===== src/tl_pkg.sv =====
////////////////////////////////////////
// bus protocol widths, opcodes and the
// byte-mask merge used by register blocks
////////////////////////////////////////
package tl_pkg;

  // address, data and byte mask widths
  localparam int TL_AW = 32;
  localparam int TL_DW = 32;
  localparam int TL_MW = TL_DW / 8;

  // request opcode, one bit on the wire
  typedef enum logic {
    OP_GET = 1'b0,
    OP_PUT = 1'b1
  } tl_op_e;

  // merge new_word into old_word on the bytes selected by mask
  function automatic logic [TL_DW-1:0] masked_wr(
    input logic [TL_DW-1:0] old_word,
    input logic [TL_DW-1:0] new_word,
    input logic [TL_MW-1:0] mask
  );
    logic [TL_DW-1:0] bit_mask;
    for (int b = 0; b < TL_MW; b++) begin
      bit_mask[8*b +: 8] = {8{mask[b]}};
    end
    return (old_word & ~bit_mask) | (new_word & bit_mask);
  endfunction

endpackage

===== src/top_pkg.sv =====
////////////////////////////////////////
// chip address map, RAM size and the
// register offsets of GPIO and timer
////////////////////////////////////////
package top_pkg;

  // window sizes in address bits
  localparam int WINDOW_AW  = 12;
  // RAM window is wider than the array, upper indices answer with an error
  localparam int RAM_WIN_AW = 14;

  // base addresses
  localparam logic [tl_pkg::TL_AW-1:0] ADDR_RAM   = 32'h1000_0000;
  localparam logic [tl_pkg::TL_AW-1:0] ADDR_GPIO  = 32'h4000_0000;
  localparam logic [tl_pkg::TL_AW-1:0] ADDR_TIMER = 32'h4008_0000;

  // main RAM
  localparam int RAM_WORDS = 1024;
  localparam int RAM_IW    = $clog2(RAM_WORDS);

  // crossbar targets, TGT_ERR is the crossbar itself
  localparam logic [1:0] TGT_RAM   = 2'd0;
  localparam logic [1:0] TGT_GPIO  = 2'd1;
  localparam logic [1:0] TGT_TIMER = 2'd2;
  localparam logic [1:0] TGT_ERR   = 2'd3;

  // gpio register offsets
  localparam logic [WINDOW_AW-1:0] GPIO_DATA_IN     = 12'h000;
  localparam logic [WINDOW_AW-1:0] GPIO_DATA_OUT    = 12'h004;
  localparam logic [WINDOW_AW-1:0] GPIO_DIR         = 12'h008;
  localparam logic [WINDOW_AW-1:0] GPIO_INTR_ENABLE = 12'h00C;
  localparam logic [WINDOW_AW-1:0] GPIO_INTR_STATE  = 12'h010;

  // timer register offsets and prescaler width
  localparam logic [WINDOW_AW-1:0] TIMER_CTRL       = 12'h000;
  localparam logic [WINDOW_AW-1:0] TIMER_PRESCALE   = 12'h004;
  localparam logic [WINDOW_AW-1:0] TIMER_MTIME      = 12'h008;
  localparam logic [WINDOW_AW-1:0] TIMER_MTIMECMP   = 12'h00C;
  localparam logic [WINDOW_AW-1:0] TIMER_INTR_STATE = 12'h010;
  localparam int TIMER_PSW = 12;

endpackage


===== src/tl_if.sv =====
////////////////////////////////////////
// one request/response bus channel; the
// crossbar holds host, peripherals device
////////////////////////////////////////
`timescale 1ns/100ps

interface tl_if;
  import tl_pkg::*;

  // request channel
  logic             a_valid;
  logic             a_ready;
  tl_op_e           a_op;
  logic [TL_AW-1:0] a_addr;
  logic [TL_DW-1:0] a_data;
  logic [TL_MW-1:0] a_mask;

  // response channel
  logic             d_valid;
  logic             d_ready;
  logic [TL_DW-1:0] d_data;
  logic             d_error;

  modport host (
    output a_valid, a_op, a_addr, a_data, a_mask, d_ready,
    input  a_ready, d_valid, d_data, d_error
  );

  modport device (
    input  a_valid, a_op, a_addr, a_data, a_mask, d_ready,
    output a_ready, d_valid, d_data, d_error
  );

endinterface


===== src/gpio.sv =====
////////////////////////////////////////
// 32-bit GPIO with synchronized inputs,
// output enables and rising-edge interrupts
////////////////////////////////////////
`timescale 1ns/100ps

module gpio (
  input  logic        clk_i,
  input  logic        rst_n_i,
  tl_if.device        tl,
  input  logic [31:0] gpio_i,
  output logic [31:0] gpio_o,
  output logic [31:0] gpio_en_o,
  output logic        intr_gpio_o
);
  import tl_pkg::*;
  import top_pkg::*;

  logic [WINDOW_AW-1:0] reg_off;
  logic                 accept;
  logic                 wr;
  logic [31:0]          rdata;
  logic [31:0]          intr_clr;
  logic [31:0]          edge_rise;
  logic [31:0]          sync_q;
  logic [31:0]          data_in_q;
  logic [31:0]          data_in_prev_q;
  logic [31:0]          data_out_q;
  logic [31:0]          dir_q;
  logic [31:0]          intr_en_q;
  logic [31:0]          intr_state_q;
  logic                 d_valid_q;
  logic [TL_DW-1:0]     d_data_q;

  assign reg_off = tl.a_addr[WINDOW_AW-1:0];
  assign accept  = tl.a_valid & ~d_valid_q;
  assign wr      = accept & (tl.a_op == OP_PUT);

  assign tl.a_ready = ~d_valid_q;
  assign tl.d_valid = d_valid_q;
  assign tl.d_data  = d_data_q;
  assign tl.d_error = 1'b0;

  // rising edge after the two-flop synchronizer
  assign edge_rise = data_in_q & ~data_in_prev_q;
  // write one to clear
  assign intr_clr  = (wr && reg_off == GPIO_INTR_STATE) ?
                     masked_wr('0, tl.a_data, tl.a_mask) : '0;

  always_comb begin
    case (reg_off)
      GPIO_DATA_IN:     rdata = data_in_q;
      GPIO_DATA_OUT:    rdata = data_out_q;
      GPIO_DIR:         rdata = dir_q;
      GPIO_INTR_ENABLE: rdata = intr_en_q;
      GPIO_INTR_STATE:  rdata = intr_state_q;
      default:          rdata = '0;
    endcase
  end

  always_ff @(posedge clk_i or negedge rst_n_i) begin
    if (!rst_n_i) begin
      sync_q         <= '0;
      data_in_q      <= '0;
      data_in_prev_q <= '0;
      data_out_q     <= '0;
      dir_q          <= '0;
      intr_en_q      <= '0;
      intr_state_q   <= '0;
    end else begin
      sync_q         <= gpio_i;
      data_in_q      <= sync_q;
      data_in_prev_q <= data_in_q;
      // a new edge wins over a clear in the same cycle
      intr_state_q   <= (intr_state_q & ~intr_clr) | edge_rise;
      if (wr && reg_off == GPIO_DATA_OUT) begin
        data_out_q <= masked_wr(data_out_q, tl.a_data, tl.a_mask);
      end
      if (wr && reg_off == GPIO_DIR) begin
        dir_q <= masked_wr(dir_q, tl.a_data, tl.a_mask);
      end
      if (wr && reg_off == GPIO_INTR_ENABLE) begin
        intr_en_q <= masked_wr(intr_en_q, tl.a_data, tl.a_mask);
      end
    end
  end

  always_ff @(posedge clk_i) begin
    if (accept) begin
      d_data_q <= (tl.a_op == OP_GET) ? rdata : '0;
    end
  end

  always_ff @(posedge clk_i or negedge rst_n_i) begin
    if (!rst_n_i) begin
      d_valid_q <= 1'b0;
    end else if (accept) begin
      d_valid_q <= 1'b1;
    end else if (tl.d_ready) begin
      d_valid_q <= 1'b0;
    end
  end

  assign gpio_o      = data_out_q;
  assign gpio_en_o   = dir_q;
  assign intr_gpio_o = |(intr_state_q & intr_en_q);

endmodule


===== src/flat_wrapper.sv =====
// flat-port wrapper written by rule: the top's interface ports become plain ports
module gpio_flat import tl_pkg::*; import top_pkg::*;
  (clk_i, rst_n_i, gpio_i, gpio_o, gpio_en_o, intr_gpio_o, tl_a_valid, tl_a_op, tl_a_addr, tl_a_data, tl_a_mask, tl_d_ready, tl_a_ready, tl_d_valid, tl_d_data, tl_d_error);
  tl_if tl_i ();
  input  logic clk_i;
  input  logic rst_n_i;
  input  logic [31:0] gpio_i;
  output logic [31:0] gpio_o;
  output logic [31:0] gpio_en_o;
  output logic intr_gpio_o;
  input wire logic [$bits(tl_i.a_valid)-1:0] tl_a_valid;
  input wire logic [$bits(tl_i.a_op)-1:0] tl_a_op;
  input wire logic [$bits(tl_i.a_addr)-1:0] tl_a_addr;
  input wire logic [$bits(tl_i.a_data)-1:0] tl_a_data;
  input wire logic [$bits(tl_i.a_mask)-1:0] tl_a_mask;
  input wire logic [$bits(tl_i.d_ready)-1:0] tl_d_ready;
  output wire logic [$bits(tl_i.a_ready)-1:0] tl_a_ready;
  output wire logic [$bits(tl_i.d_valid)-1:0] tl_d_valid;
  output wire logic [$bits(tl_i.d_data)-1:0] tl_d_data;
  output wire logic [$bits(tl_i.d_error)-1:0] tl_d_error;
  assign tl_i.a_valid = tl_a_valid;
  assign tl_i.a_op = tl_a_op;
  assign tl_i.a_addr = tl_a_addr;
  assign tl_i.a_data = tl_a_data;
  assign tl_i.a_mask = tl_a_mask;
  assign tl_i.d_ready = tl_d_ready;
  assign tl_a_ready = tl_i.a_ready;
  assign tl_d_valid = tl_i.d_valid;
  assign tl_d_data = tl_i.d_data;
  assign tl_d_error = tl_i.d_error;
  gpio u_core (.clk_i(clk_i), .rst_n_i(rst_n_i), .tl(tl_i), .gpio_i(gpio_i), .gpio_o(gpio_o), .gpio_en_o(gpio_en_o), .intr_gpio_o(intr_gpio_o));
endmodule

===== config.mk =====
export PLATFORM = sky130hd
export DESIGN_NAME = gpio_flat
export DESIGN_NICKNAME = d
export VERILOG_FILES = /design/src/tl_pkg.sv /design/src/top_pkg.sv /design/src/tl_if.sv /design/src/gpio.sv /design/src/flat_wrapper.sv
export SDC_FILE = /design/constraint.sdc
export NUM_CORES = 1
export LEC_CHECK = 0
export BUFFER_PORTS_ARGS = -buffer_cell sky130_fd_sc_hd__buf_2
export CAP_MARGIN = 40
export CORE_MARGIN = 2
export CORE_UTILIZATION = 55
export CTS_CLUSTER_DIAMETER = 80
export DETAILED_ROUTE_END_ITERATION = 7
export PLACE_DENSITY_LB_ADDON = 0.08
export SLEW_MARGIN = 20
export SYNTH_ARGS = -nofsm -noshare
export SYNTH_HDL_FRONTEND = slang
export SYNTH_SLANG_ARGS = --single-unit

===== constraint.sdc =====
create_clock -name clk_i -period 3.15 [get_ports clk_i]
set_input_delay 0.63 -clock clk_i [delete_from_list [all_inputs] [get_ports clk_i]]
set_output_delay 0.63 -clock clk_i [all_outputs]
set_load 0.03 [all_outputs]

---- Yosys cells after proc, flatten, opt, wreduce, memory -nomap -nowiden ----
Cells that the tools add are included.
operators by class
  eq/ne operators ......................... 4
  multiplexer cells ....................... 4
  bitwise gates (word level) .............. 17
  reduce and logical (&&, ||, !) cells .... 7
operators by type and width
  cell                 count
  $and 32x32->32       7
  $pmux 32 s5          1
  $or 32x32->32        4
  $not 32->32          3
  $mux 32              1
  $reduce_or 32->1     1
  $eq 12x4->1 const B  2
  $eq 12x3->1 const B  1
  $eq 12x5->1 const B  1
  $logic_not 12->1     1
  $logic_and 1x1->1    4
  $and 1x1->1          2
  $mux 1               2
  $reduce_bool 2->1    1
  $not 1->1            1
word-level totals
  register bits ........................... 257
  input bits .............................. 105
  output and inout port bits .............. 100
  word-level logic and storage cells ...... 41

---- Depth between registers and ports, before layout ----
  word-level depth ........................ 8
  mapped depth ............................ 7
  gate-level depth less buffers ........... 4

---- Least setup slack after synthesis ----
Ideal clock, no wire load.
  path kind ............................... input -> register
  start ................................... input tl_a_valid
  end ..................................... register u_core.d_data_q[0], in the netlist u_core.tl.d_data[0], enable pin
  setup time .............................. 0.425 ns
  data arrival time ....................... 2.100 ns
  data required time ...................... 2.725 ns
  slack ................................... 0.625 ns
  stages on the path ...................... 1
  buffers on the path ..................... 0
  cell sequence ........................... nor2b_1
between the ends
  longest elaborated chain between the ends .. 1
RTL lines
  what                  line                text
  from (decl)           flat_wrapper.sv:11  input wire logic [$bits(tl_i.a_valid)-1:0] tl_a_valid;
  $and 1x1->1           gpio.sv:36          assign accept = tl.a_valid & ~d_valid_q;
  to (signal assigned)  gpio.sv:90          d_data_q <= (tl.a_op == OP_GET) ? rdata : '0;
  to (decl)             gpio.sv:33          logic [TL_DW-1:0] d_data_q;
Every way passes these cells.
A chain may end at the register's enable or synchronous reset.

==> results.ini <==
[hold_path]
hold_path.class=input pin to async pin

[grt]
grt_pass1_vias=7421
grt_pass1_wl_mm=42.2
grt_max_degree=85
grt_overflow=0
grt_usage_pct=27.6
antenna_found_initial=2

[route]
vias=6991
drc=0
wl_per_cell_um=23.3
route.met3.wl_mm=1.67
vias_per_cell=6.02
first_pass_iters=4
wl_met2_mm=12.7
highest_layer=met4
drt_wl_total_mm=27.0
drt_iter0_drc=547
ant_nets=0
drt-met1-wl_mm=11.7

[synth]
syn_area_per_cell_um2=14.4
seq_area_frac_synth_pct=64.2
synth_fp_nets=817
ys.flop_type=dfrtp_1
async_flop_share_pct=87.5
netlist_area_um2=10300
synth_warnings=0
synth_cell_types=39
ys_ff_latch=257
syn_inst=712
synth_edf_count=32

[pwr]
power.leakage_nw=6.01
finalPower_w=0.00695
power.ir.vdd_worst_uv=451
power_density_nw_per_um2=560

[sta]
period_needed_ps=2950
tightestPinTransition_ps=659
finalCritPeriodShare_pct=93.6
skew_ps=7.08
maxSlewHeadroom_pct=56.1
fmax_mhz=339
finalSetupViolCount=0
tns_ps=0
hold_viol=0
slew_violations=0
rsz0062_at_grt=no

[clock_network]
cts_made_buffers=27
h-tree-depth=1
cts.sinks=257
clock_path_buffers=3
clk_latency_ps=530
cts_resized=0
holdBufCountCts=0
clk_transition_reported_paths_ps=60
cts_tree=yes
cts_setup_buffers=0
clockRootBuffer=clkbuf_16

[die]
rows=49
coreArea_um2=18100
die-area_um2=19800
die_h_um=141
io_pins=205
start_util_pct=56.6
dieWidth_um=141

[run]
cap_violations=0

[critical_path]
crit_family=simple AND/OR/NAND/NOR gates
crit_path_max_incr_delay_ps=590
required_ps=2520
startpoint_type=register
worstPathArrival_ps=2320
crit_fanout=3
cp-end-kind=output pin
cp_slowest_cell=or4_1
crit_chain=a22oi_1, nand4_1, or4_1, buf_2
critPathBufInv=1
path_class=register to output pin

[placed_design]
numPortBuffers=183
gp_congestion=0.870
place_hpwl_mm=18.4

[cells_and_area]
area_growth_pct=20.9
drive_above_1_share_pct=42.3
finish.net_count=1014
layout_commonest_cell=dfrtp_1
final_cell_mix=225 x dfrtp_1, 182 x buf_2, 125 x mux2_2, 48 x a22oi_1
post-route-util_pct=68.4

[status]
status=completed

==> routing by layer <==
metal  vias up  GRT usage (%)
met2       271           43.5
met5         -              0
met4         0           9.68
met3        58           4.99
li1       3047              -
met1      3615           39.4
==> Yosys cell counts (8+ instances only) <==
library cell	n	area (um2)
nor2_1	30	113
o22a_1	25	219
mux2_2	125	1410
nand4_1	36	225
dfrtp_1	225	5630
a22oi_1	48	360
inv_1	33	124
clkbuf_1	23	86.3
mux2i_1	28	280
a22o_1	36	315
buf_2	8	40.0
edfxtp_1	32	961
==> cells by family after synthesis <==
group	synth area share [%]
AOI/OAI and AO/OA	9.27
buffers and inverters	3.10
DFF	64.2
and+or+nand+nor	6.51
other	0.0365
muxes	16.9
==> area by class of cell <==
type | instances | area (um2)
diodes | 2 | 5.00
clock buffers | 43 | 796
clock inverters | 7 | 67.6
fillers | 1299 | 5740
inverters | 33 | 124
multi-input cells | 380 | 3370
flip-flops and latches | 257 | 6590
well taps | 229 | 287
repair buffers | 210 | 1170
==> report_power, final <==
group | internal (W) | switching (W) | total (W)
clock | 0.00181 | 0.00126 | 0.00307
sequential | 0.00345 | 0.0000420 | 0.00350
combinational | 0.000114 | 0.000269 | 0.000384
==> worst paths after layout <==
| check | startpoint | endpoint | slack [ps] | cells past startpoint |
|---|---|---|---|---|
| max reg2reg | u_core.tl.d_valid$_DFFE_PN0P_ | register | 880 | 5 |
| max | register | intr_gpio_o | 200 | 4 |
| min | rst_n_i | u_core.data_in_q[17]$_DFF_PN0_ | 90 | 1 |
| min in group clk_i | gpio_i[26] | u_core.sync_q[26]$_DFF_PN0_ | 200 | 1 |
| min reg2reg | u_core.sync_q[19]$_DFF_PN0_ | u_core.data_in_q[19]$_DFF_PN0_ | 340 | 0 |
| max in group asynchronous | rst_n_i | u_core.data_in_q[0]$_DFF_PN0_ | 2250 | 2 |
==> through the flow <==
stage | cell area, um2 | std cells | hold slack, ps | setup slack, ps
after CTS | 12400 | 1159 | 117 | 254
after global placement | 11500 | 1108 | 333 | 292
after detailed placement | 11500 | 1109 | 335 | 270
after global routing | 12400 | 1160 | 130 | 129
final | 12400 | 1161 | 91.7 | 201
after floorplan | 10300 | 712 | 331 | 625
Note: power is estimated with default switching activity, not from simulation.
