## src/tl_pkg.sv

```systemverilog
////////////////////////////////////////
// bus protocol widths, opcodes and the
// byte-mask merge used by register blocks
////////////////////////////////////////
package tl_pkg;

  // address, data and byte mask widths
  localparam int TL_AW = 32;
  localparam int TL_DW = 32;
  localparam int TL_MW = TL_DW / 8;

  // request opcode, one bit on the wire
  typedef enum logic {
    OP_GET = 1'b0,
    OP_PUT = 1'b1
  } tl_op_e;

  // merge new_word into old_word on the bytes selected by mask
  function automatic logic [TL_DW-1:0] masked_wr(
    input logic [TL_DW-1:0] old_word,
    input logic [TL_DW-1:0] new_word,
    input logic [TL_MW-1:0] mask
  );
    logic [TL_DW-1:0] bit_mask;
    for (int b = 0; b < TL_MW; b++) begin
      bit_mask[8*b +: 8] = {8{mask[b]}};
    end
    return (old_word & ~bit_mask) | (new_word & bit_mask);
  endfunction

endpackage
```

## src/top_pkg.sv

```systemverilog
////////////////////////////////////////
// chip address map, RAM size and the
// register offsets of GPIO and timer
////////////////////////////////////////
package top_pkg;

  // window sizes in address bits
  localparam int WINDOW_AW  = 12;
  // RAM window is wider than the array, upper indices answer with an error
  localparam int RAM_WIN_AW = 14;

  // base addresses
  localparam logic [tl_pkg::TL_AW-1:0] ADDR_RAM   = 32'h1000_0000;
  localparam logic [tl_pkg::TL_AW-1:0] ADDR_GPIO  = 32'h4000_0000;
  localparam logic [tl_pkg::TL_AW-1:0] ADDR_TIMER = 32'h4008_0000;

  // main RAM
  localparam int RAM_WORDS = 1024;
  localparam int RAM_IW    = $clog2(RAM_WORDS);

  // crossbar targets, TGT_ERR is the crossbar itself
  localparam logic [1:0] TGT_RAM   = 2'd0;
  localparam logic [1:0] TGT_GPIO  = 2'd1;
  localparam logic [1:0] TGT_TIMER = 2'd2;
  localparam logic [1:0] TGT_ERR   = 2'd3;

  // gpio register offsets
  localparam logic [WINDOW_AW-1:0] GPIO_DATA_IN     = 12'h000;
  localparam logic [WINDOW_AW-1:0] GPIO_DATA_OUT    = 12'h004;
  localparam logic [WINDOW_AW-1:0] GPIO_DIR         = 12'h008;
  localparam logic [WINDOW_AW-1:0] GPIO_INTR_ENABLE = 12'h00C;
  localparam logic [WINDOW_AW-1:0] GPIO_INTR_STATE  = 12'h010;

  // timer register offsets and prescaler width
  localparam logic [WINDOW_AW-1:0] TIMER_CTRL       = 12'h000;
  localparam logic [WINDOW_AW-1:0] TIMER_PRESCALE   = 12'h004;
  localparam logic [WINDOW_AW-1:0] TIMER_MTIME      = 12'h008;
  localparam logic [WINDOW_AW-1:0] TIMER_MTIMECMP   = 12'h00C;
  localparam logic [WINDOW_AW-1:0] TIMER_INTR_STATE = 12'h010;
  localparam int TIMER_PSW = 12;

endpackage

```

## src/tl_if.sv

```systemverilog
////////////////////////////////////////
// one request/response bus channel; the
// crossbar holds host, peripherals device
////////////////////////////////////////
`timescale 1ns/100ps

interface tl_if;
  import tl_pkg::*;

  // request channel
  logic             a_valid;
  logic             a_ready;
  tl_op_e           a_op;
  logic [TL_AW-1:0] a_addr;
  logic [TL_DW-1:0] a_data;
  logic [TL_MW-1:0] a_mask;

  // response channel
  logic             d_valid;
  logic             d_ready;
  logic [TL_DW-1:0] d_data;
  logic             d_error;

  modport host (
    output a_valid, a_op, a_addr, a_data, a_mask, d_ready,
    input  a_ready, d_valid, d_data, d_error
  );

  modport device (
    input  a_valid, a_op, a_addr, a_data, a_mask, d_ready,
    output a_ready, d_valid, d_data, d_error
  );

endinterface

```

## src/rv_timer.sv

```systemverilog
////////////////////////////////////////
// machine timer, prescaled mtime with a
// compare register and expiry interrupt
////////////////////////////////////////
`timescale 1ns/100ps

module rv_timer (
  input  logic clk_i,
  input  logic rst_n_i,
  tl_if.device tl,
  output logic intr_timer_o
);
  import tl_pkg::*;
  import top_pkg::*;

  logic [WINDOW_AW-1:0] reg_off;
  logic                 accept;
  logic                 wr;
  logic [TL_DW-1:0]     rdata;
  logic [TL_DW-1:0]     prescale_wr;
  logic                 tick_wrap;
  logic                 expired;
  logic                 intr_clr;
  logic                 enable_q;
  logic [TIMER_PSW-1:0] prescale_q;
  logic [TIMER_PSW-1:0] tick_q;
  logic [31:0]          mtime_q;
  logic [31:0]          mtimecmp_q;
  logic                 intr_state_q;
  logic                 d_valid_q;
  logic [TL_DW-1:0]     d_data_q;

  assign reg_off = tl.a_addr[WINDOW_AW-1:0];
  assign accept  = tl.a_valid & ~d_valid_q;
  assign wr      = accept & (tl.a_op == OP_PUT);

  assign tl.a_ready = ~d_valid_q;
  assign tl.d_valid = d_valid_q;
  assign tl.d_data  = d_data_q;
  assign tl.d_error = 1'b0;

  assign prescale_wr = masked_wr(TL_DW'(prescale_q), tl.a_data, tl.a_mask);
  // mtime steps once every prescale+1 cycles
  assign tick_wrap   = tick_q >= prescale_q;
  assign expired     = mtime_q >= mtimecmp_q;
  assign intr_clr    = wr & (reg_off == TIMER_INTR_STATE) & tl.a_mask[0] & tl.a_data[0];

  always_comb begin
    case (reg_off)
      TIMER_CTRL:       rdata = {31'b0, enable_q};
      TIMER_PRESCALE:   rdata = TL_DW'(prescale_q);
      TIMER_MTIME:      rdata = mtime_q;
      TIMER_MTIMECMP:   rdata = mtimecmp_q;
      TIMER_INTR_STATE: rdata = {31'b0, intr_state_q};
      default:          rdata = '0;
    endcase
  end

  always_ff @(posedge clk_i or negedge rst_n_i) begin
    if (!rst_n_i) begin
      enable_q     <= 1'b0;
      prescale_q   <= '0;
      tick_q       <= '0;
      mtime_q      <= '0;
      mtimecmp_q   <= '1;
      intr_state_q <= 1'b0;
    end else begin
      if (wr && reg_off == TIMER_CTRL && tl.a_mask[0]) begin
        enable_q <= tl.a_data[0];
      end
      if (wr && reg_off == TIMER_PRESCALE) begin
        prescale_q <= prescale_wr[TIMER_PSW-1:0];
      end
      if (wr && reg_off == TIMER_MTIMECMP) begin
        mtimecmp_q <= masked_wr(mtimecmp_q, tl.a_data, tl.a_mask);
      end
      // prescaler runs only while enabled
      if (!enable_q || tick_wrap) begin
        tick_q <= '0;
      end else begin
        tick_q <= tick_q + 1'b1;
      end
      // a software write to mtime takes priority over the tick
      if (wr && reg_off == TIMER_MTIME) begin
        mtime_q <= masked_wr(mtime_q, tl.a_data, tl.a_mask);
      end else if (enable_q && tick_wrap) begin
        mtime_q <= mtime_q + 32'd1;
      end
      intr_state_q <= (intr_state_q & ~intr_clr) | expired;
    end
  end

  always_ff @(posedge clk_i) begin
    if (accept) begin
      d_data_q <= (tl.a_op == OP_GET) ? rdata : '0;
    end
  end

  always_ff @(posedge clk_i or negedge rst_n_i) begin
    if (!rst_n_i) begin
      d_valid_q <= 1'b0;
    end else if (accept) begin
      d_valid_q <= 1'b1;
    end else if (tl.d_ready) begin
      d_valid_q <= 1'b0;
    end
  end

  assign intr_timer_o = intr_state_q;

endmodule

```

## src/flat_wrapper.sv

```systemverilog
// flat-port wrapper written by rule: the top's interface ports become plain ports
module rv_timer_flat import tl_pkg::*; import top_pkg::*;
  (clk_i, rst_n_i, intr_timer_o, tl_a_valid, tl_a_op, tl_a_addr, tl_a_data, tl_a_mask, tl_d_ready, tl_a_ready, tl_d_valid, tl_d_data, tl_d_error);
  tl_if tl_i ();
  input  logic clk_i;
  input  logic rst_n_i;
  output logic intr_timer_o;
  input wire logic [$bits(tl_i.a_valid)-1:0] tl_a_valid;
  input wire logic [$bits(tl_i.a_op)-1:0] tl_a_op;
  input wire logic [$bits(tl_i.a_addr)-1:0] tl_a_addr;
  input wire logic [$bits(tl_i.a_data)-1:0] tl_a_data;
  input wire logic [$bits(tl_i.a_mask)-1:0] tl_a_mask;
  input wire logic [$bits(tl_i.d_ready)-1:0] tl_d_ready;
  output wire logic [$bits(tl_i.a_ready)-1:0] tl_a_ready;
  output wire logic [$bits(tl_i.d_valid)-1:0] tl_d_valid;
  output wire logic [$bits(tl_i.d_data)-1:0] tl_d_data;
  output wire logic [$bits(tl_i.d_error)-1:0] tl_d_error;
  assign tl_i.a_valid = tl_a_valid;
  assign tl_i.a_op = tl_a_op;
  assign tl_i.a_addr = tl_a_addr;
  assign tl_i.a_data = tl_a_data;
  assign tl_i.a_mask = tl_a_mask;
  assign tl_i.d_ready = tl_d_ready;
  assign tl_a_ready = tl_i.a_ready;
  assign tl_d_valid = tl_i.d_valid;
  assign tl_d_data = tl_i.d_data;
  assign tl_d_error = tl_i.d_error;
  rv_timer u_core (.clk_i(clk_i), .rst_n_i(rst_n_i), .tl(tl_i), .intr_timer_o(intr_timer_o));
endmodule
```

## config.mk

```make
export PLATFORM = sky130hd
export DESIGN_NAME = rv_timer_flat
export DESIGN_NICKNAME = d
export VERILOG_FILES = /design/src/tl_pkg.sv /design/src/top_pkg.sv /design/src/tl_if.sv /design/src/rv_timer.sv /design/src/flat_wrapper.sv
export SDC_FILE = /design/constraint.sdc
export NUM_CORES = 1
export LEC_CHECK = 0
export ABC_CLOCK_PERIOD_IN_PS = 4800
export BUFFER_PORTS_ARGS = -buffer_cell sky130_fd_sc_hd__buf_4
export CAP_MARGIN = 0
export CORE_UTILIZATION = 36
export DETAILED_ROUTE_END_ITERATION = 8
export SYNTH_ARGS = -nofsm -noshare
export SYNTH_HDL_FRONTEND = slang
export SYNTH_SLANG_ARGS = --single-unit
```

## constraint.sdc

```tcl
create_clock -name clk_i -period 4.8 [get_ports clk_i]
set_input_delay 0.72 -clock clk_i [delete_from_list [all_inputs] [get_ports clk_i]]
set_output_delay 0.72 -clock clk_i [all_outputs]
set_load 0.005 [all_outputs]
```

# == Word level (Yosys, flattened, before mapping) ==
# Index checks and enable logic that the tools add are counted.
# classes
addsub,2
order_cmp,2
eq_ne,4
mux,6
bitwise_logic,17
reduce_logical,11
# op_table
op,count
$pmux 32 s5,1
$and 32x32->32,3
$mux 32,2
$or 32x32->32,2
$add 32x1->32 const B,1
$ge 32x32->1,1
$not 32->32,1
$eq 12x4->1 const B,2
$add 12x1->12 const B,1
$and 12x12->12,1
$eq 12x3->1 const B,1
$eq 12x5->1 const B,1
$ge 12x12->1,1
$logic_not 12->1,1
$mux 12,1
$or 12x12->12,1
$and 1x1->1,6
$logic_and 1x1->1,6
$reduce_bool 2->1,2
$mux 1,2
$not 1->1,2
$logic_not 1->1,1
$logic_or 1x1->1,1
$or 1x1->1,1
# totals
register_bits,123
output_inout_bits,36
elab_cells,50

# == Longest topological paths before layout ==
# logic_depth
depth_word,9
ltp_mapped,10
depth_no_buf,8

# == Worst setup path before layout ==
# OpenSTA, ideal clock, no wires.
# synth_timing
path_type,input to register
startpoint,input tl_a_valid
endpoint,register (tool-made name)
setup_time_ns,0.126
arrival_time_ns,3.619
required_ns,4.674
slack_ns,1.056
stages,8
path_cell_list,nor2b_1 nand2_1 o21ai_1 a21oi_2 buf_6 buf_8 a311oi_1 nor2_1
# synth_lines
item,line_no,rtl
from (decl),flat_wrapper.sv:8,input wire logic [$bits(tl_i.a_valid)-1:0] tl_a_valid;

==> results.cfg <==
[final_layout]
fill_cells = 1815
fin_area_sq_um = 8630
drive_above_1_share_pct = 25.5
finalNetCount = 886
antenna_cells_inserted = 0
seqCellArea_sq_um = 3280
synthesis_to_layout_area_growth_pct = 22.0
multiInputGateArea_sq_um = 3470

[setup_path]
crit_required_ps = 5110
cells_along_the_critical_path = inv_1, ha_1, nand4_2, or3_4, o32a_1, a21oi_2, buf_4, a31oi_1, a211o_1
path_max_fanout = 19
cpMaxStageDelayCell = sky130_fd_sc_hd__a21oi_2
crit_path_max_incr_delay_ps = 470
crit_type = flip-flop to flip-flop
worst-r2r-setup-slack_ps = 1690
timing.critical_path.to_type = flip-flop
worstSetupStartpointType = flip-flop
worst_ep_arrival_time_ps = 3420
cp.buffers_inverters = 2
crit_family = compound AO/OA/AOI/OAI gates

[cts]
clk_transition_reported_paths_ps = 60
tritoncts.num_buffers = 17
cts-root-buf = sky130_fd_sc_hd__clkbuf_16
h-tree-depth = 4
insertion_delay_ps = 430
cts-hold-fix-buffers = 0
cts_buffer_depth = 2
clkSinkCount = 123
cts_setup_buffers = 0
tritoncts = yes
ctsResizeCount = 0

[routing]
first_pass_detailed_route_iteration_total = 6
avgRoutedWirePerCell_um = 17.6
postRouteAntennaNets = 0
detail_route.wirelength_mm = 18.4
drt_iter0_drc = 423
routed_via_density = 5.43
remaining_drc_errors = 0
num_vias = 5652

[timing]
timing_worst_slew_pin_value_ps = 899
whs_ps = 301
rsz_0062_raised_after_global_routing = false
achievable_freq_mhz = 321
skew_ps = 12.6
slew_headroom_pct = 39.7
timing.final.max_slew_violations = 0
timing.final.crit_share_pct = 64.8
setup_viol = 0
timing_hold_violations_final = 0
layout_min_cycle_time_ps = 3110
tns_ps = 0

[grt]
grt_antenna_before_repair = 0
globalRouteTotalUtil_pct = 19.4
vias_in_the_first_global_route = 5497
wire_length_of_the_first_global_routing_pass_mm = 29.8
maximum_number_of_pins_on_one_net_before_global_route_repair = 48
global_route_overflow = 0

[logic_synthesis]
syn-cell-area_sq_um = 7070
ys_ff_latch = 123
synth_sequential_area_ratio_pct = 46.3
synth_ff_type = sky130_fd_sc_hd__dfrtp_1
avgSynthCellArea_sq_um = 10.4
synthesis_warning_total = 0
synthArstFlopShare_pct = 74.0
synth_fp_nets = 796
count_of_different_cell_masters_after_synthesis = 72
synth-edff-count = 32
syn_inst = 677

[pwr]
p_leak_nw = 3.70
cellPowerDensity_nw_per_um2 = 304
vdd.ir_drop.worst_mv = 0.231
p_sw_share_pct = 21.0
power_switching_uw = 551
share_comb_of_total_power_pct = 4.6
internal_power_mw = 2.07
share_seq_of_total_power_pct = 42.1
p_clk_share_pct = 53.2

[placement]
number_of_buffers_added_on_ports = 87
gp_congestion = 0.808
place.detailed.hpwl_mm = 13.0
placed_cell_area_sq_um = 8000

[hold_path]
hold_class = input pin to asynchronous set/reset pin

[die]
num_io_pins = 109
die_x_um = 142
die_area_sq_um = 20200
core_area_sq_um = 19000
initial_utilization_pct = 37.3
placement_rows = 50
die_h_um = 142

[run_status]
status = completed

[job]
cap_violations = 0
-- layout by cell type, fill, tap and decap left out, types with 5 or more instances in the layout --
cell type,count
sky130_fd_sc_hd__buf_4,96
sky130_fd_sc_hd__nor2_1,78
sky130_fd_sc_hd__dfrtp_1,59
sky130_fd_sc_hd__inv_1,54
sky130_fd_sc_hd__ha_1,46
sky130_fd_sc_hd__nand2_1,42
sky130_fd_sc_hd__dfstp_2,32
sky130_fd_sc_hd__edfxtp_1,32
sky130_fd_sc_hd__a22oi_1,20
sky130_fd_sc_hd__a21o_1,19
sky130_fd_sc_hd__mux2_1,19
sky130_fd_sc_hd__nand4_1,18
sky130_fd_sc_hd__nand3_1,17
sky130_fd_sc_hd__clkbuf_16,17
sky130_fd_sc_hd__o21ai_0,16
sky130_fd_sc_hd__nor3_1,15
sky130_fd_sc_hd__mux2_2,15
sky130_fd_sc_hd__a21oi_1,13
sky130_fd_sc_hd__and3_1,13
sky130_fd_sc_hd__a211oi_1,13
sky130_fd_sc_hd__a222oi_1,11
sky130_fd_sc_hd__a311oi_1,10
sky130_fd_sc_hd__xor2_1,8
sky130_fd_sc_hd__and2_1,8
sky130_fd_sc_hd__mux2i_1,5
sky130_fd_sc_hd__o311ai_1,5
sky130_fd_sc_hd__nor3_2,5
sky130_fd_sc_hd__a31oi_1,5
sky130_fd_sc_hd__clkinv_2,5
sky130_fd_sc_hd__bufinv_16,5
-- power by group through the flow --
stage / combinational [mW] / clock (mW) / sequential, mW
4_1_cts: 0.126 / 1.42 / 1.10
5_1_grt: 0.135 / 1.46 / 1.11
3_3_place_gp: 0.125 / 0 / 1.12
2_1_floorplan: 0.0221 / 0 / 1.13
6_report: 0.121 / 1.40 / 1.10
3_5_place_dp: 0.125 / 0 / 1.12
-- synthesized netlist by cell type (all sizes together) (12+ instances only) --
| cell | number | area [sq um] |
|---|---|---|
| ha | 46 | 576 |
| a21o | 19 | 143 |
| edfxtp | 32 | 961 |
| nand2 | 43 | 164 |
| nand4 | 19 | 125 |
| dfrtp | 59 | 1480 |
| and3 | 13 | 81.3 |
| a21oi | 14 | 73.8 |
| dfstp | 32 | 841 |
| nand3 | 21 | 125 |
| mux2 | 34 | 383 |
| a22oi | 20 | 150 |
| inv | 54 | 203 |
| nor3 | 20 | 125 |
| nor2 | 78 | 293 |
| o21ai | 18 | 93.8 |
| buf | 13 | 87.6 |
| clkbuf | 12 | 45.0 |
| a211oi | 13 | 97.6 |
-- path summary, 6_finish.rpt --
check / cells after the start / endpoint / start
worst max register to register: 9 / flip-flop / flip-flop
min in group clk_i: 2 / u_core.tl.d_valid / tl_d_ready
worst max-delay path: 9 / flip-flop / flip-flop
worst min register to register: 2 / flip-flop / flip-flop
worst min-delay path: 1 / asynchronous set/reset pin / rst_n_i
max in group asynchronous: 2 / asynchronous set/reset pin / rst_n_i
-- worst register-to-register path, stage by stage (launching register included) --
cell and delay [ps]:
sky130_fd_sc_hd__dfrtp_1 380, sky130_fd_sc_hd__inv_1 60, sky130_fd_sc_hd__ha_1 320, sky130_fd_sc_hd__nand4_2 160, sky130_fd_sc_hd__or3_4 430, sky130_fd_sc_hd__o32a_1 410, sky130_fd_sc_hd__a21oi_2 470, sky130_fd_sc_hd__buf_4 340
sky130_fd_sc_hd__a31oi_1 120, sky130_fd_sc_hd__a211o_1 310
-- layout make-up --
class | count | share of cell area [%]
multi-input combinational | 475 | 40.2
sequential | 123 | 38.0
timing repair buffer | 96 | 8.35
clock buffer | 19 | 5.02
tap | 260 | 3.77
inverter | 54 | 2.35
clock inverter | 13 | 2.31
-- per-layer routing --
| metal | global-route usage [%] | vias to the layer above | wire length, um |
|---|---|---|---|
| met5 | 0 | - | 0 |
| met3 | 4.00 | 22 | 980 |
| met1 | 26.6 | 2746 | 8700 |
| met2 | 30.3 | 167 | 8380 |
| li1 | - | 2717 | - |
| met4 | 6.85 | 0 | 292 |
-- cell families (layout without fill, tap and decap cells) --
family                     Yosys count  in the layout  share of synthesized area (%)
AOI/OAI and AO/OA                  150            150                           16.5
buffers and inverters               79            182                           4.74
other                                1              1                         0.0530
DFF                                123            123                           46.3
and+or+nand+nor                    229            229                           16.9
muxes                               39             39                           6.12
adders and majority gates           46             46                           8.14
xor gates and xnor gates            10             10                           1.24
-- per-stage QoR --
step	instances	worst slack, ps	power (mW)	util [%]
3_3_place_gp	1008	1620	1.25	42.2
2_1_floorplan	677	1060	1.15	-
5_1_grt	1040	1530	2.70	45.5
4_1_cts	1040	1710	2.65	45.5
3_5_place_dp	1008	1570	1.25	42.2
6_report	1040	1690	2.62	45.5
No activity file was read; power rests on OpenSTA's default activity.
