===== src/tl_pkg.sv =====
////////////////////////////////////////
// bus protocol widths, opcodes and the
// byte-mask merge used by register blocks
////////////////////////////////////////
package tl_pkg;

  // address, data and byte mask widths
  localparam int TL_AW = 32;
  localparam int TL_DW = 32;
  localparam int TL_MW = TL_DW / 8;

  // request opcode, one bit on the wire
  typedef enum logic {
    OP_GET = 1'b0,
    OP_PUT = 1'b1
  } tl_op_e;

  // merge new_word into old_word on the bytes selected by mask
  function automatic logic [TL_DW-1:0] masked_wr(
    input logic [TL_DW-1:0] old_word,
    input logic [TL_DW-1:0] new_word,
    input logic [TL_MW-1:0] mask
  );
    logic [TL_DW-1:0] bit_mask;
    for (int b = 0; b < TL_MW; b++) begin
      bit_mask[8*b +: 8] = {8{mask[b]}};
    end
    return (old_word & ~bit_mask) | (new_word & bit_mask);
  endfunction

endpackage

===== src/top_pkg.sv =====
////////////////////////////////////////
// chip address map, RAM size and the
// register offsets of GPIO and timer
////////////////////////////////////////
package top_pkg;

  // window sizes in address bits
  localparam int WINDOW_AW  = 12;
  // RAM window is wider than the array, upper indices answer with an error
  localparam int RAM_WIN_AW = 14;

  // base addresses
  localparam logic [tl_pkg::TL_AW-1:0] ADDR_RAM   = 32'h1000_0000;
  localparam logic [tl_pkg::TL_AW-1:0] ADDR_GPIO  = 32'h4000_0000;
  localparam logic [tl_pkg::TL_AW-1:0] ADDR_TIMER = 32'h4008_0000;

  // main RAM
  localparam int RAM_WORDS = 1024;
  localparam int RAM_IW    = $clog2(RAM_WORDS);

  // crossbar targets, TGT_ERR is the crossbar itself
  localparam logic [1:0] TGT_RAM   = 2'd0;
  localparam logic [1:0] TGT_GPIO  = 2'd1;
  localparam logic [1:0] TGT_TIMER = 2'd2;
  localparam logic [1:0] TGT_ERR   = 2'd3;

  // gpio register offsets
  localparam logic [WINDOW_AW-1:0] GPIO_DATA_IN     = 12'h000;
  localparam logic [WINDOW_AW-1:0] GPIO_DATA_OUT    = 12'h004;
  localparam logic [WINDOW_AW-1:0] GPIO_DIR         = 12'h008;
  localparam logic [WINDOW_AW-1:0] GPIO_INTR_ENABLE = 12'h00C;
  localparam logic [WINDOW_AW-1:0] GPIO_INTR_STATE  = 12'h010;

  // timer register offsets and prescaler width
  localparam logic [WINDOW_AW-1:0] TIMER_CTRL       = 12'h000;
  localparam logic [WINDOW_AW-1:0] TIMER_PRESCALE   = 12'h004;
  localparam logic [WINDOW_AW-1:0] TIMER_MTIME      = 12'h008;
  localparam logic [WINDOW_AW-1:0] TIMER_MTIMECMP   = 12'h00C;
  localparam logic [WINDOW_AW-1:0] TIMER_INTR_STATE = 12'h010;
  localparam int TIMER_PSW = 12;

endpackage


===== src/tl_if.sv =====
////////////////////////////////////////
// one request/response bus channel; the
// crossbar holds host, peripherals device
////////////////////////////////////////
`timescale 1ns/100ps

interface tl_if;
  import tl_pkg::*;

  // request channel
  logic             a_valid;
  logic             a_ready;
  tl_op_e           a_op;
  logic [TL_AW-1:0] a_addr;
  logic [TL_DW-1:0] a_data;
  logic [TL_MW-1:0] a_mask;

  // response channel
  logic             d_valid;
  logic             d_ready;
  logic [TL_DW-1:0] d_data;
  logic             d_error;

  modport host (
    output a_valid, a_op, a_addr, a_data, a_mask, d_ready,
    input  a_ready, d_valid, d_data, d_error
  );

  modport device (
    input  a_valid, a_op, a_addr, a_data, a_mask, d_ready,
    output a_ready, d_valid, d_data, d_error
  );

endinterface


===== src/xbar_main.sv =====
////////////////////////////////////////
// main crossbar, one host to RAM, GPIO
// and timer, errors on unmapped space
////////////////////////////////////////
`timescale 1ns/100ps

module xbar_main (
  input  logic                     clk_i,
  input  logic                     rst_n_i,
  // host side
  input  logic                     a_valid_i,
  input  tl_pkg::tl_op_e           a_op_i,
  input  logic [tl_pkg::TL_AW-1:0] a_addr_i,
  input  logic [tl_pkg::TL_DW-1:0] a_data_i,
  input  logic [tl_pkg::TL_MW-1:0] a_mask_i,
  output logic                     a_ready_o,
  output logic                     d_valid_o,
  output logic [tl_pkg::TL_DW-1:0] d_data_o,
  output logic                     d_error_o,
  input  logic                     d_ready_i,
  // device side
  tl_if.host                       tl_ram,
  tl_if.host                       tl_gpio,
  tl_if.host                       tl_timer
);
  import tl_pkg::*;
  import top_pkg::*;

  logic [1:0] sel;
  logic       sel_ready;
  logic       accept;
  logic       busy_q;
  logic [1:0] owner_q;

  // window decode on the upper address bits
  always_comb begin
    if (a_addr_i[TL_AW-1:RAM_WIN_AW] == ADDR_RAM[TL_AW-1:RAM_WIN_AW]) begin
      sel = TGT_RAM;
    end else if (a_addr_i[TL_AW-1:WINDOW_AW] == ADDR_GPIO[TL_AW-1:WINDOW_AW]) begin
      sel = TGT_GPIO;
    end else if (a_addr_i[TL_AW-1:WINDOW_AW] == ADDR_TIMER[TL_AW-1:WINDOW_AW]) begin
      sel = TGT_TIMER;
    end else begin
      sel = TGT_ERR;
    end
  end

  always_comb begin
    case (sel)
      TGT_RAM:   sel_ready = tl_ram.a_ready;
      TGT_GPIO:  sel_ready = tl_gpio.a_ready;
      TGT_TIMER: sel_ready = tl_timer.a_ready;
      default:   sel_ready = 1'b1;
    endcase
  end

  // one request in flight at a time
  assign a_ready_o = ~busy_q & sel_ready;
  assign accept    = a_valid_i & a_ready_o;

  // request fields fan out, valid only to the selected device
  assign tl_ram.a_valid   = a_valid_i & ~busy_q & (sel == TGT_RAM);
  assign tl_ram.a_op      = a_op_i;
  assign tl_ram.a_addr    = a_addr_i;
  assign tl_ram.a_data    = a_data_i;
  assign tl_ram.a_mask    = a_mask_i;
  assign tl_ram.d_ready   = d_ready_i & busy_q & (owner_q == TGT_RAM);

  assign tl_gpio.a_valid  = a_valid_i & ~busy_q & (sel == TGT_GPIO);
  assign tl_gpio.a_op     = a_op_i;
  assign tl_gpio.a_addr   = a_addr_i;
  assign tl_gpio.a_data   = a_data_i;
  assign tl_gpio.a_mask   = a_mask_i;
  assign tl_gpio.d_ready  = d_ready_i & busy_q & (owner_q == TGT_GPIO);

  assign tl_timer.a_valid = a_valid_i & ~busy_q & (sel == TGT_TIMER);
  assign tl_timer.a_op    = a_op_i;
  assign tl_timer.a_addr  = a_addr_i;
  assign tl_timer.a_data  = a_data_i;
  assign tl_timer.a_mask  = a_mask_i;
  assign tl_timer.d_ready = d_ready_i & busy_q & (owner_q == TGT_TIMER);

  // response from the owner of the pending request
  always_comb begin
    d_valid_o = 1'b0;
    d_data_o  = '0;
    d_error_o = 1'b0;
    if (busy_q) begin
      case (owner_q)
        TGT_RAM: begin
          d_valid_o = tl_ram.d_valid;
          d_data_o  = tl_ram.d_data;
          d_error_o = tl_ram.d_error;
        end
        TGT_GPIO: begin
          d_valid_o = tl_gpio.d_valid;
          d_data_o  = tl_gpio.d_data;
          d_error_o = tl_gpio.d_error;
        end
        TGT_TIMER: begin
          d_valid_o = tl_timer.d_valid;
          d_data_o  = tl_timer.d_data;
          d_error_o = tl_timer.d_error;
        end
        default: begin
          // unmapped, answered here one cycle after acceptance
          d_valid_o = 1'b1;
          d_error_o = 1'b1;
        end
      endcase
    end
  end

  always_ff @(posedge clk_i or negedge rst_n_i) begin
    if (!rst_n_i) begin
      busy_q  <= 1'b0;
      owner_q <= TGT_ERR;
    end else if (accept) begin
      busy_q  <= 1'b1;
      owner_q <= sel;
    end else if (d_valid_o && d_ready_i) begin
      busy_q  <= 1'b0;
    end
  end

endmodule


===== src/flat_wrapper.sv =====
// flat-port wrapper written by rule: the top's interface ports become plain ports
module xbar_main_flat import tl_pkg::*; import top_pkg::*;
  (clk_i, rst_n_i, a_valid_i, a_op_i, a_addr_i, a_data_i, a_mask_i, a_ready_o, d_valid_o, d_data_o, d_error_o, d_ready_i, tl_ram_a_valid, tl_ram_a_op, tl_ram_a_addr, tl_ram_a_data, tl_ram_a_mask, tl_ram_d_ready, tl_ram_a_ready, tl_ram_d_valid, tl_ram_d_data, tl_ram_d_error, tl_gpio_a_valid, tl_gpio_a_op, tl_gpio_a_addr, tl_gpio_a_data, tl_gpio_a_mask, tl_gpio_d_ready, tl_gpio_a_ready, tl_gpio_d_valid, tl_gpio_d_data, tl_gpio_d_error, tl_timer_a_valid, tl_timer_a_op, tl_timer_a_addr, tl_timer_a_data, tl_timer_a_mask, tl_timer_d_ready, tl_timer_a_ready, tl_timer_d_valid, tl_timer_d_data, tl_timer_d_error);
  tl_if tl_ram_i ();
  tl_if tl_gpio_i ();
  tl_if tl_timer_i ();
  input  logic clk_i;
  input  logic rst_n_i;
  input  logic a_valid_i;
  input  tl_pkg::tl_op_e a_op_i;
  input  logic [tl_pkg::TL_AW-1:0] a_addr_i;
  input  logic [tl_pkg::TL_DW-1:0] a_data_i;
  input  logic [tl_pkg::TL_MW-1:0] a_mask_i;
  output logic a_ready_o;
  output logic d_valid_o;
  output logic [tl_pkg::TL_DW-1:0] d_data_o;
  output logic d_error_o;
  input  logic d_ready_i;
  output wire logic [$bits(tl_ram_i.a_valid)-1:0] tl_ram_a_valid;
  output wire logic [$bits(tl_ram_i.a_op)-1:0] tl_ram_a_op;
  output wire logic [$bits(tl_ram_i.a_addr)-1:0] tl_ram_a_addr;
  output wire logic [$bits(tl_ram_i.a_data)-1:0] tl_ram_a_data;
  output wire logic [$bits(tl_ram_i.a_mask)-1:0] tl_ram_a_mask;
  output wire logic [$bits(tl_ram_i.d_ready)-1:0] tl_ram_d_ready;
  input wire logic [$bits(tl_ram_i.a_ready)-1:0] tl_ram_a_ready;
  input wire logic [$bits(tl_ram_i.d_valid)-1:0] tl_ram_d_valid;
  input wire logic [$bits(tl_ram_i.d_data)-1:0] tl_ram_d_data;
  input wire logic [$bits(tl_ram_i.d_error)-1:0] tl_ram_d_error;
  output wire logic [$bits(tl_gpio_i.a_valid)-1:0] tl_gpio_a_valid;
  output wire logic [$bits(tl_gpio_i.a_op)-1:0] tl_gpio_a_op;
  output wire logic [$bits(tl_gpio_i.a_addr)-1:0] tl_gpio_a_addr;
  output wire logic [$bits(tl_gpio_i.a_data)-1:0] tl_gpio_a_data;
  output wire logic [$bits(tl_gpio_i.a_mask)-1:0] tl_gpio_a_mask;
  output wire logic [$bits(tl_gpio_i.d_ready)-1:0] tl_gpio_d_ready;
  input wire logic [$bits(tl_gpio_i.a_ready)-1:0] tl_gpio_a_ready;
  input wire logic [$bits(tl_gpio_i.d_valid)-1:0] tl_gpio_d_valid;
  input wire logic [$bits(tl_gpio_i.d_data)-1:0] tl_gpio_d_data;
  input wire logic [$bits(tl_gpio_i.d_error)-1:0] tl_gpio_d_error;
  output wire logic [$bits(tl_timer_i.a_valid)-1:0] tl_timer_a_valid;
  output wire logic [$bits(tl_timer_i.a_op)-1:0] tl_timer_a_op;
  output wire logic [$bits(tl_timer_i.a_addr)-1:0] tl_timer_a_addr;
  output wire logic [$bits(tl_timer_i.a_data)-1:0] tl_timer_a_data;
  output wire logic [$bits(tl_timer_i.a_mask)-1:0] tl_timer_a_mask;
  output wire logic [$bits(tl_timer_i.d_ready)-1:0] tl_timer_d_ready;
  input wire logic [$bits(tl_timer_i.a_ready)-1:0] tl_timer_a_ready;
  input wire logic [$bits(tl_timer_i.d_valid)-1:0] tl_timer_d_valid;
  input wire logic [$bits(tl_timer_i.d_data)-1:0] tl_timer_d_data;
  input wire logic [$bits(tl_timer_i.d_error)-1:0] tl_timer_d_error;
  assign tl_ram_a_valid = tl_ram_i.a_valid;
  assign tl_ram_a_op = tl_ram_i.a_op;
  assign tl_ram_a_addr = tl_ram_i.a_addr;
  assign tl_ram_a_data = tl_ram_i.a_data;
  assign tl_ram_a_mask = tl_ram_i.a_mask;
  assign tl_ram_d_ready = tl_ram_i.d_ready;
  assign tl_ram_i.a_ready = tl_ram_a_ready;
  assign tl_ram_i.d_valid = tl_ram_d_valid;
  assign tl_ram_i.d_data = tl_ram_d_data;
  assign tl_ram_i.d_error = tl_ram_d_error;
  assign tl_gpio_a_valid = tl_gpio_i.a_valid;
  assign tl_gpio_a_op = tl_gpio_i.a_op;
  assign tl_gpio_a_addr = tl_gpio_i.a_addr;
  assign tl_gpio_a_data = tl_gpio_i.a_data;
  assign tl_gpio_a_mask = tl_gpio_i.a_mask;
  assign tl_gpio_d_ready = tl_gpio_i.d_ready;
  assign tl_gpio_i.a_ready = tl_gpio_a_ready;
  assign tl_gpio_i.d_valid = tl_gpio_d_valid;
  assign tl_gpio_i.d_data = tl_gpio_d_data;
  assign tl_gpio_i.d_error = tl_gpio_d_error;
  assign tl_timer_a_valid = tl_timer_i.a_valid;
  assign tl_timer_a_op = tl_timer_i.a_op;
  assign tl_timer_a_addr = tl_timer_i.a_addr;
  assign tl_timer_a_data = tl_timer_i.a_data;
  assign tl_timer_a_mask = tl_timer_i.a_mask;
  assign tl_timer_d_ready = tl_timer_i.d_ready;
  assign tl_timer_i.a_ready = tl_timer_a_ready;
  assign tl_timer_i.d_valid = tl_timer_d_valid;
  assign tl_timer_i.d_data = tl_timer_d_data;
  assign tl_timer_i.d_error = tl_timer_d_error;
  xbar_main u_core (.clk_i(clk_i), .rst_n_i(rst_n_i), .a_valid_i(a_valid_i), .a_op_i(a_op_i), .a_addr_i(a_addr_i), .a_data_i(a_data_i), .a_mask_i(a_mask_i), .a_ready_o(a_ready_o), .d_valid_o(d_valid_o), .d_data_o(d_data_o), .d_error_o(d_error_o), .d_ready_i(d_ready_i), .tl_ram(tl_ram_i), .tl_gpio(tl_gpio_i), .tl_timer(tl_timer_i));
endmodule

===== config.mk =====
export PLATFORM = sky130hd
export DESIGN_NAME = xbar_main_flat
export DESIGN_NICKNAME = d
export VERILOG_FILES = /design/src/tl_pkg.sv /design/src/top_pkg.sv /design/src/tl_if.sv /design/src/xbar_main.sv /design/src/flat_wrapper.sv
export SDC_FILE = /design/constraint.sdc
export NUM_CORES = 1
export LEC_CHECK = 0
export BUFFER_PORTS_ARGS = -buffer_cell sky130_fd_sc_hd__buf_2
export CAP_MARGIN = 20
export CELL_PAD_IN_SITES_DETAIL_PLACEMENT = 1
export CELL_PAD_IN_SITES_GLOBAL_PLACEMENT = 2
export CORE_MARGIN = 5
export CORE_UTILIZATION = 12
export DETAILED_ROUTE_END_ITERATION = 16
export HOLD_SLACK_MARGIN = 0.02
export PLACE_DENSITY_LB_ADDON = 0.15
export SYNTH_ARGS = -nofsm -noshare
export SYNTH_HDL_FRONTEND = slang
export SYNTH_SLANG_ARGS = --single-unit

===== constraint.sdc =====
create_clock -name clk_i -period 2.3 [get_ports clk_i]
set_input_delay 0.115 -clock clk_i [delete_from_list [all_inputs] [get_ports clk_i]]
set_output_delay 0.115 -clock clk_i [all_outputs]
set_load 0.02 [all_outputs]

Word level (Yosys, flattened, before mapping)
Index checks and enable logic that the tools add are counted.
- register bits after elaboration: 3
- input port bits: 178
- output and inout port bits: 248
- logic and storage cells: 36
- eq/ne operators: 7
- multiplexer cells: 12
- bitwise gates (word level): 11
- reduce and logical (&&, ||, !) cells: 4
- operator list (cell ; count):
    $pmux W32 S3 ; 1
    $eq A20 B19 Y1 const B ; 2
    $mux W32 ; 1
    $eq A18 B15 Y1 const B ; 1
    $and A1 B1 Y1 ; 10
    $pmux W1 S3 ; 3
    $mux W1 ; 5
    $eq A2 B1 Y1 const B ; 2
    $eq A2 B2 Y1 const B ; 2
    $logic_not A2 Y1 ; 2
    $mux W2 ; 2
    $reduce_bool A2 Y1 ; 1
    $logic_and A1 B1 Y1 ; 1
    $not A1 Y1 ; 1

Logic depth before layout (Yosys ltp)
Gate-level depths: netlist of run 1.
- depth after elaboration: 9
- mapped depth: 7
- depth with buffers taken out: 4

Worst setup path after synthesis of run 1
OpenSTA, ideal clock, no wires.
- path kind: register to output
- from: register u_core.owner_q[0]
- to: output port tl_gpio_d_ready
- arrival: 1.733 ns
- required time: 2.185 ns
- path slack: 0.452 ns
- stages on the path, launching flop included: 4
- path buffers: 2
- path through: dfstp_2 > buf_2 > buf_1 > nor3b_1
- cells in the longest elaborated chain, start to end: 2
- RTL lines (element ; line ; text):
    start, declared ; xbar_main.sv:33 ; logic [1:0] owner_q;
    start signal, assigned ; xbar_main.sv:120 ; owner_q <= sel;
    $eq A2 B1 Y1 ; xbar_main.sv:74 ; assign tl_gpio.d_ready = d_ready_i & busy_q & (owner_q == TGT_GPIO);
    $and A1 B1 Y1 ; xbar_main.sv:74 ;
    end, declared ; flat_wrapper.sv:34 ; output wire logic [$bits(tl_gpio_i.d_ready)-1:0] tl_gpio_d_ready;
No other way between the ends.

Final worst setup path of run 1
- from: register u_core.owner_q[0]
- to: output port d_data_o[5] in the netlist's numbering
- cells in the longest elaborated chain, start to end: 3
- elaborated cells on any way between the ends: 5
- those cells by class: eq/ne: 2; mux: 2; reduce/logical: 1
- RTL lines (element ; line ; text):
    $eq A2 B2 Y1 (tied with other cells) ; xbar_main.sv:89 ; case (owner_q)
    $pmux W32 S3 (*) ; xbar_main.sv:89 ;
    $mux W32 (*) ; xbar_main.sv:88 ; if (busy_q) begin
    end, declared ; flat_wrapper.sv:16 ; output logic [tl_pkg::TL_DW-1:0] d_data_o;
Mark *: on every way between the ends. The rest lies on a longest branch, timed or not.

==> results.md, run 1 <==
* Status: finished clean
* Maximum vdd drop at 190 uV
* Initial Util at 12.2%
* Inserted Clock Buffers at 3
* Die Width at 164 um
* Tmin final at 2.04 ns
* Post-synth EDFFs at 0
* TNS Setup at 0 ns
* Die area at 27100 sq um
* Adder-Cell Fraction of Synth Area at 0%
* Final setup fails at 0
* Syn_nets at 587
* Most common cell in the netlist: buf_4
* Clk Tree Root Cell: clkbuf_16
* Clk_skew at 0.00165 ns
* Max-Cap Viols at 0
* Hold slack at 0.215 ns
* WL final at 11600 um
* Synth area leaders: buf_4 54%, mux2i_1 12%, and2_1 7.2%
* Worst EP required at 2.18 ns
* Crit Path Category: reg2out
* PwrDens at 245 nW/um^2
* All-Layer GR Usage at 7.67%
* Area grow syn2layout at 2.93%
* CTS Hold Bufs at 1
* Ys flop type: dfstp_2
* DRC viols at 0
* Clk_lat worst skew at 0.23 ns
* Critical Path Start Type: flop
* Vias in the first global route at 2803
* Layout Cells excl Fill at 745
* Slew @ Worst Pin at 0.600 ns
* Final Cell Area at 2950 sq um
* Data arrival, critical path at 1.93 ns
* CP max FO at 20
* Final hold vios at 0
* Max-slew headroom at 59.0%
* GRT Residual Overflow at 0
* Async SR Flop Fraction at 100%
* Leakage at 0.00168 uW
* Per-cell routed wire length at 15.5 um
* Iter 0 DRT Violations at 50
* DR vias at 2516
* Synth warn at 0
* RSZ-0062 raised after global routing: no
* Mean Syn Cell Area at 7.00 sq um
* Top-Level Pins at 426
* DP Wirelength at 9660 um
* Mapped Area at 2860 sq um
* Seq/Total Area, Yosys at 2.71%
* Port Buf Inserts at 229
* Num rows at 56
* Peak Freq at 490 MHz
* Xor and xnor area share after synthesis at 0%
* CTS Buffer Depth at 2
* Clock sink total at 3
* Post-synth top area cell: buf_4
* Mapped Cells at 409
* Final Cycle Share at 88.8%
* Share of the synthesized area in the top cell type at 54.3%
* Commonest cells post-synth: 207 x buf_4, 35 x mux2i_1, 33 x and2_1, 33 x nand2_1, 33 x o21ai_0
* Dpl cells at 740
* CTS H-Tree Depth at 1
* Worst Hold Class: in2reg
* Slew Limit Fails at 0
* Core area at 23500 sq um
* # resized after CTS at 0
* Ant diodes at 0
* First-pass GRT wire length at 16400 um
* Compound-Gate Fraction of Synth Area at 10.0%
* Distinct cell type count after synthesis at 36
* Post-Synth Simple-Gate Area at 18.0%
* Initial antenna violation count at 2
* Critical path endpoint category: output pin
* FF+latch count, synth at 3
* Fraction of layout cells with a size suffix above 1 at 57.5%
* Mux contribution to synthesized area at 12.2%
* Gpl congestion at 0.663
* Die Ht at 164 um
* Drt via density at 3.38
* Nets at 605
* Placed instance area at 2860 sq um
* Largest family of logic cells by synthesized area: buffers and inverters
* TritonCTS clock tree: yes
* CTS clk-pin slew, worst paths at 0.03 ns
* Largest net degree at the start of global routing at 39
* Antenna Nets Post-Route at 0
* First-pass iteration count of the detailed router at 4
* Post-CTS setup buffer count at 0
-- flip-flops by register name, indices dropped and copies added, names as in the netlist --
register,count
u_core.owner_q,2
u_core.busy_q,1
-- metrics by stage --
step	util (%)	setup WS [ns]	total power (uW)
after global placement	12.2	0.268	455
final	12.6	0.258	722
after floorplan	-	0.452	666
after CTS	12.6	0.235	743
after detailed placement	12.2	0.168	452
after global routing	12.6	0.178	772
-- final timing paths --
check | endpoint | slack [ns] | start | cells after the start
setup / recovery | d_data_o[5] | 0.26 | u_core.owner_q[0] | 5
hold / removal | u_core.busy_q | 0.22 | d_ready_i | 3
setup reg to reg | u_core.owner_q[0] | 0.78 | u_core.owner_q[0] | 3
hold reg to reg | u_core.owner_q[1] | 0.54 | u_core.owner_q[1] | 2
max in group asynchronous | u_core.owner_q[1] | 1.84 | rst_n_i | 2
min in group asynchronous | u_core.busy_q | 0.26 | rst_n_i | 2
-- placed cells by master, fill, tap and decap left out, types with 2 or more instances in the layout --
| cell type | netlist | layout |
|---|---|---|
| buf_2 | 3 | 229 |
| mux2i_1 | 35 | 35 |
| nand2_1 | 33 | 33 |
| o21ai_0 | 33 | 33 |
| and2_1 | 33 | 33 |
| buf_4 | 207 | 7 |
| nor4_1 | 5 | 5 |
| nor2_1 | 5 | 5 |
| nand2b_1 | 3 | 3 |
| nor3_1 | 3 | 3 |
| o31ai_1 | 3 | 3 |
| clkbuf_16 | 0 | 3 |
| nor3b_1 | 2 | 2 |
| a2111oi_0 | 2 | 2 |
| inv_1 | 2 | 2 |
| a2bb2oi_1 | 2 | 2 |
| or4_1 | 2 | 2 |
| nand4_1 | 2 | 2 |
| dfstp_2 | 2 | 2 |
-- worst max-delay path: stages (launching register included) --
cell and delay [ns]:
dfstp_2 0.63, buf_4 0.40, mux2i_1 0.24, o21ai_0 0.09
and2_1 0.17, buf_2 0.16
-- layout make-up --
cell class / instances / area [sq um]
fill: 2920 / 20500
clock buffer: 4 / 78.8
sequential: 3 / 77.6
tap: 319 / 399
timing repair buffer: 238 / 1230
multi-input combinational: 179 / 1160
inverter: 2 / 7.51
-- kinds of logic after synthesis --
group / after synthesis
and+or+nand+nor: 96
DFF: 3
muxes: 35
AOI/OAI and AO/OA: 48
buffers and inverters: 227
-- report_power, final --
part           leakage (uW)  switching, uW  internal, uW  total (uW)
registers         0.0000330           1.44          56.2        57.7
clock network     0.0000382           52.5           229         282
logic               0.00161            227           156         383
total               0.00168            281           441         722
-- layer usage --
| layer | vias to the layer above | wire length (um) | part of all wire, % | track usage (%) |
|---|---|---|---|---|
| li1 | 1172 | - | - | - |
| met1 | 1125 | 4070 | 35 | 8.06 |
| met2 | 166 | 5730 | 50 | 13.9 |
| met3 | 49 | 1360 | 12 | 2.92 |
| met4 | 4 | 373 | 3.2 | 2.80 |
| met5 | - | 32 | 0.28 | 0 |
Power figures use the tool's default switching activity.
==> run 2: changes to the inputs <==
--- a/config.mk
+++ b/config.mk
@@ -9,9 +9,9 @@
 export CAP_MARGIN = 20
 export CELL_PAD_IN_SITES_DETAIL_PLACEMENT = 1
 export CELL_PAD_IN_SITES_GLOBAL_PLACEMENT = 2
-export CORE_MARGIN = 5
-export CORE_UTILIZATION = 12
+export CORE_AREA = 5 5 164 166
 export DETAILED_ROUTE_END_ITERATION = 16
+export DIE_AREA = 0 0 169 171
 export HOLD_SLACK_MARGIN = 0.02
 export PLACE_DENSITY_LB_ADDON = 0.15
 export SYNTH_ARGS = -nofsm -noshare
==> constraint.sdc (replaced) <==
create_clock -name clk_i -period 2.6 [get_ports clk_i]
set_input_delay 0.13 -clock clk_i [delete_from_list [all_inputs] [get_ports clk_i]]
set_output_delay 0.13 -clock clk_i [all_outputs]
set_load 0.02 [all_outputs]
==> results.md, run 2 (synthesized netlist as in run 1, its figures left out) <==
* Status: finished clean
* Clk Tree Root Cell: clkbuf_16
* TNS Setup at 0 ns (unchanged)
* Largest net degree at the start of global routing at 39 (unchanged)
* Nets at 604 (-0.17%)
* Critical Path Start Type: flop
* Hold path depth at 0 (-3)
* GRT Residual Overflow at 0 (unchanged)
* Slowest stage cell, crit path: nor2b_4
* Cell depth of the worst flop-to-flop path at 5 (+2)
* First-pass GRT wire length at 16200 um (-0.97%)
* Critical path endpoint category: output pin
* Placed instance area at 2860 sq um (+0.18%)
* DP Wirelength at 9560 um (-1.1%)
* Reg2Reg Launch Point: u_core.owner_q[1]
* # resized after CTS at 0 (unchanged)
* Clk_lat worst skew at 0.22 ns (about the same)
* DRC viols at 0 (unchanged)
* CP Depth at 5 (unchanged)
* Die Ht at 171 um (+4.0%)
* Biggest register: u_core.owner_q
* Initial Util at 11.2% (-0.96 points)
* Final Cycle Share at 82.5%
* Filler cell count at 3173 (+8.7%)
* Worst path top cell family by delay: simple AND/OR/NAND/NOR gates
* CTS H-Tree Depth at 1 (unchanged)
* DR vias at 2470 (-1.8%)
* Worst Hold Class: in2out
* Leakage at 0.00168 uW (about the same)
* Per-cell routed wire length at 15.2 um (-2.3%)
* Data arrival, critical path at 2.01 ns (+0.08 ns)
* Vias in the first global route at 2720 (-3.0%)
* CP max FO at 32 (+60%)
* Top-Level Pins at 426 (unchanged)
* Final setup fails at 0 (unchanged)
* RSZ-0062 raised after global routing: no
* Drt via density at 3.25 (-3.8%)
* Clock sink total at 3 (unchanged)
* Critical-path cell list: nor2b_4 > nand2_1 > o21ai_0 > and2_1 > buf_2
* WL final at 11500 um (-0.35%)
* Die Width at 169 um (+2.7%)
* Peak Freq at 466 MHz
* Maximum vdd drop at 124 uV (-35%)
* All-Layer GR Usage at 7.08% (-0.59 points)
* Tmin final at 2.14 ns
* Area grow syn2layout at 3.10%
* Core area at 25500 sq um (+8.5%)
* Port Buf Inserts at 229 (unchanged)
* CTS Buffer Depth at 2 (unchanged)
* Antenna Nets Post-Route at 0 (unchanged)
* Ant diodes at 0 (unchanged)
* Die area at 28900 sq um (+6.8%)
* Final hold vios at 0 (unchanged)
* Crit-path max cell delay at 0.73 ns (+0.10 ns)
* TritonCTS clock tree: yes
* Commonest non-fill, non-tap cell in the layout: buf_2
* Slew @ Worst Pin at 0.891 ns (+0.291 ns)
* Fraction of layout cells with a size suffix above 1 at 57.4% (-0.10 points)
* Gpl congestion at 0.771 (+16%)
* Largest regs: u_core.owner_q x2, u_core.busy_q x1
* First-pass iteration count of the detailed router at 4 (unchanged)
* Slew Limit Fails at 0 (unchanged)
* Clk_skew at 0.00113 ns (-0.000514 ns)
* Num rows at 59 (+5.4%)
* Initial antenna violation count at 1 (-1)
* Worst EP required at 2.47 ns (+0.29 ns)
* Setup crit start: u_core.owner_q[1]
* PwrDens at 214 nW/um^2 (-13%)
* CP Buf/Inv Count at 1 (-1)
* Iter 0 DRT Violations at 29 (-42%)
* Max-slew headroom at 40.5% (-18 points)
* Max FFs per register at 2 (unchanged)
* CTS clk-pin slew, worst paths at 0.03 ns (about the same)
* Max-Cap Viols at 0 (unchanged)
* Hold_sp: a_addr_i[2]
* Final Cell Area at 2950 sq um (+0.17%)
* Crit Path Category: reg2out
* Most frequent cells in the layout: 229 x buf_2, 35 x mux2i_1, 33 x nand2_1, 33 x o21ai_0, 33 x and2_1
* Inserted Clock Buffers at 3 (unchanged)
[run 2: where the power goes]
group	leakage (uW)	internal [uW]	switching (uW)
Clock	0.0000382	202	40.4
Combinational	0.00160	138	201
Sequential	0.0000330	49.8	1.46
Total	0.00168	390	243
[run 2: area by class of cell]
class,count,area [sq um],area share [%]
timing repair buffer,237,1210,40.9
multi-input combinational,179,1160,39.3
tap,335,419,14.2
clock buffer,4,78.8,2.67
sequential,3,77.6,2.63
inverter,2,7.51,0.254
[run 2: final timing paths]
kind                                     end  slack (ns)
setup / recovery                 d_data_o[3]        0.46
hold / removal              tl_ram_a_addr[2]        0.26
setup reg to reg               u_core.busy_q        0.83
hold reg to reg            u_core.owner_q[0]        0.73
max in group asynchronous  u_core.owner_q[1]        2.13
min in group asynchronous      u_core.busy_q        0.27
[run 2: what timing repair did]
item / CTS / global route
buffers inserted: 0 / 0
hold buffers: 1 / 0
hold endpoints to repair: 3 / 0
[run 2: through the flow]
| step | utilization (%) | setup WS (ns) | std cells | hold WS [ns] | total power [uW] |
|---|---|---|---|---|---|
| final | 11.6 | 0.456 | 760 | 0.260 | 633 |
| after global routing | 11.6 | 0.204 | 760 | 0.260 | 679 |
| after CTS | 11.6 | 0.361 | 760 | 0.260 | 653 |
| after detailed placement | 11.2 | 0.498 | 755 | -0.0628 | 403 |
| after global placement | 11.2 | 0.506 | 755 | -0.0668 | 405 |
| after floorplan | - | 0.737 | 409 | -0.166 | 589 |
[run 2: per-layer routing]
metal	routed length [um]	up-vias	share of wire (%)	track usage, %
met3	1100	41	9.6	2.06
li1	-	1166	-	-
met5	20	-	0.17	0
met2	5410	159	47	12.6
met4	309	2	2.7	1.93
met1	4680	1102	41	8.31
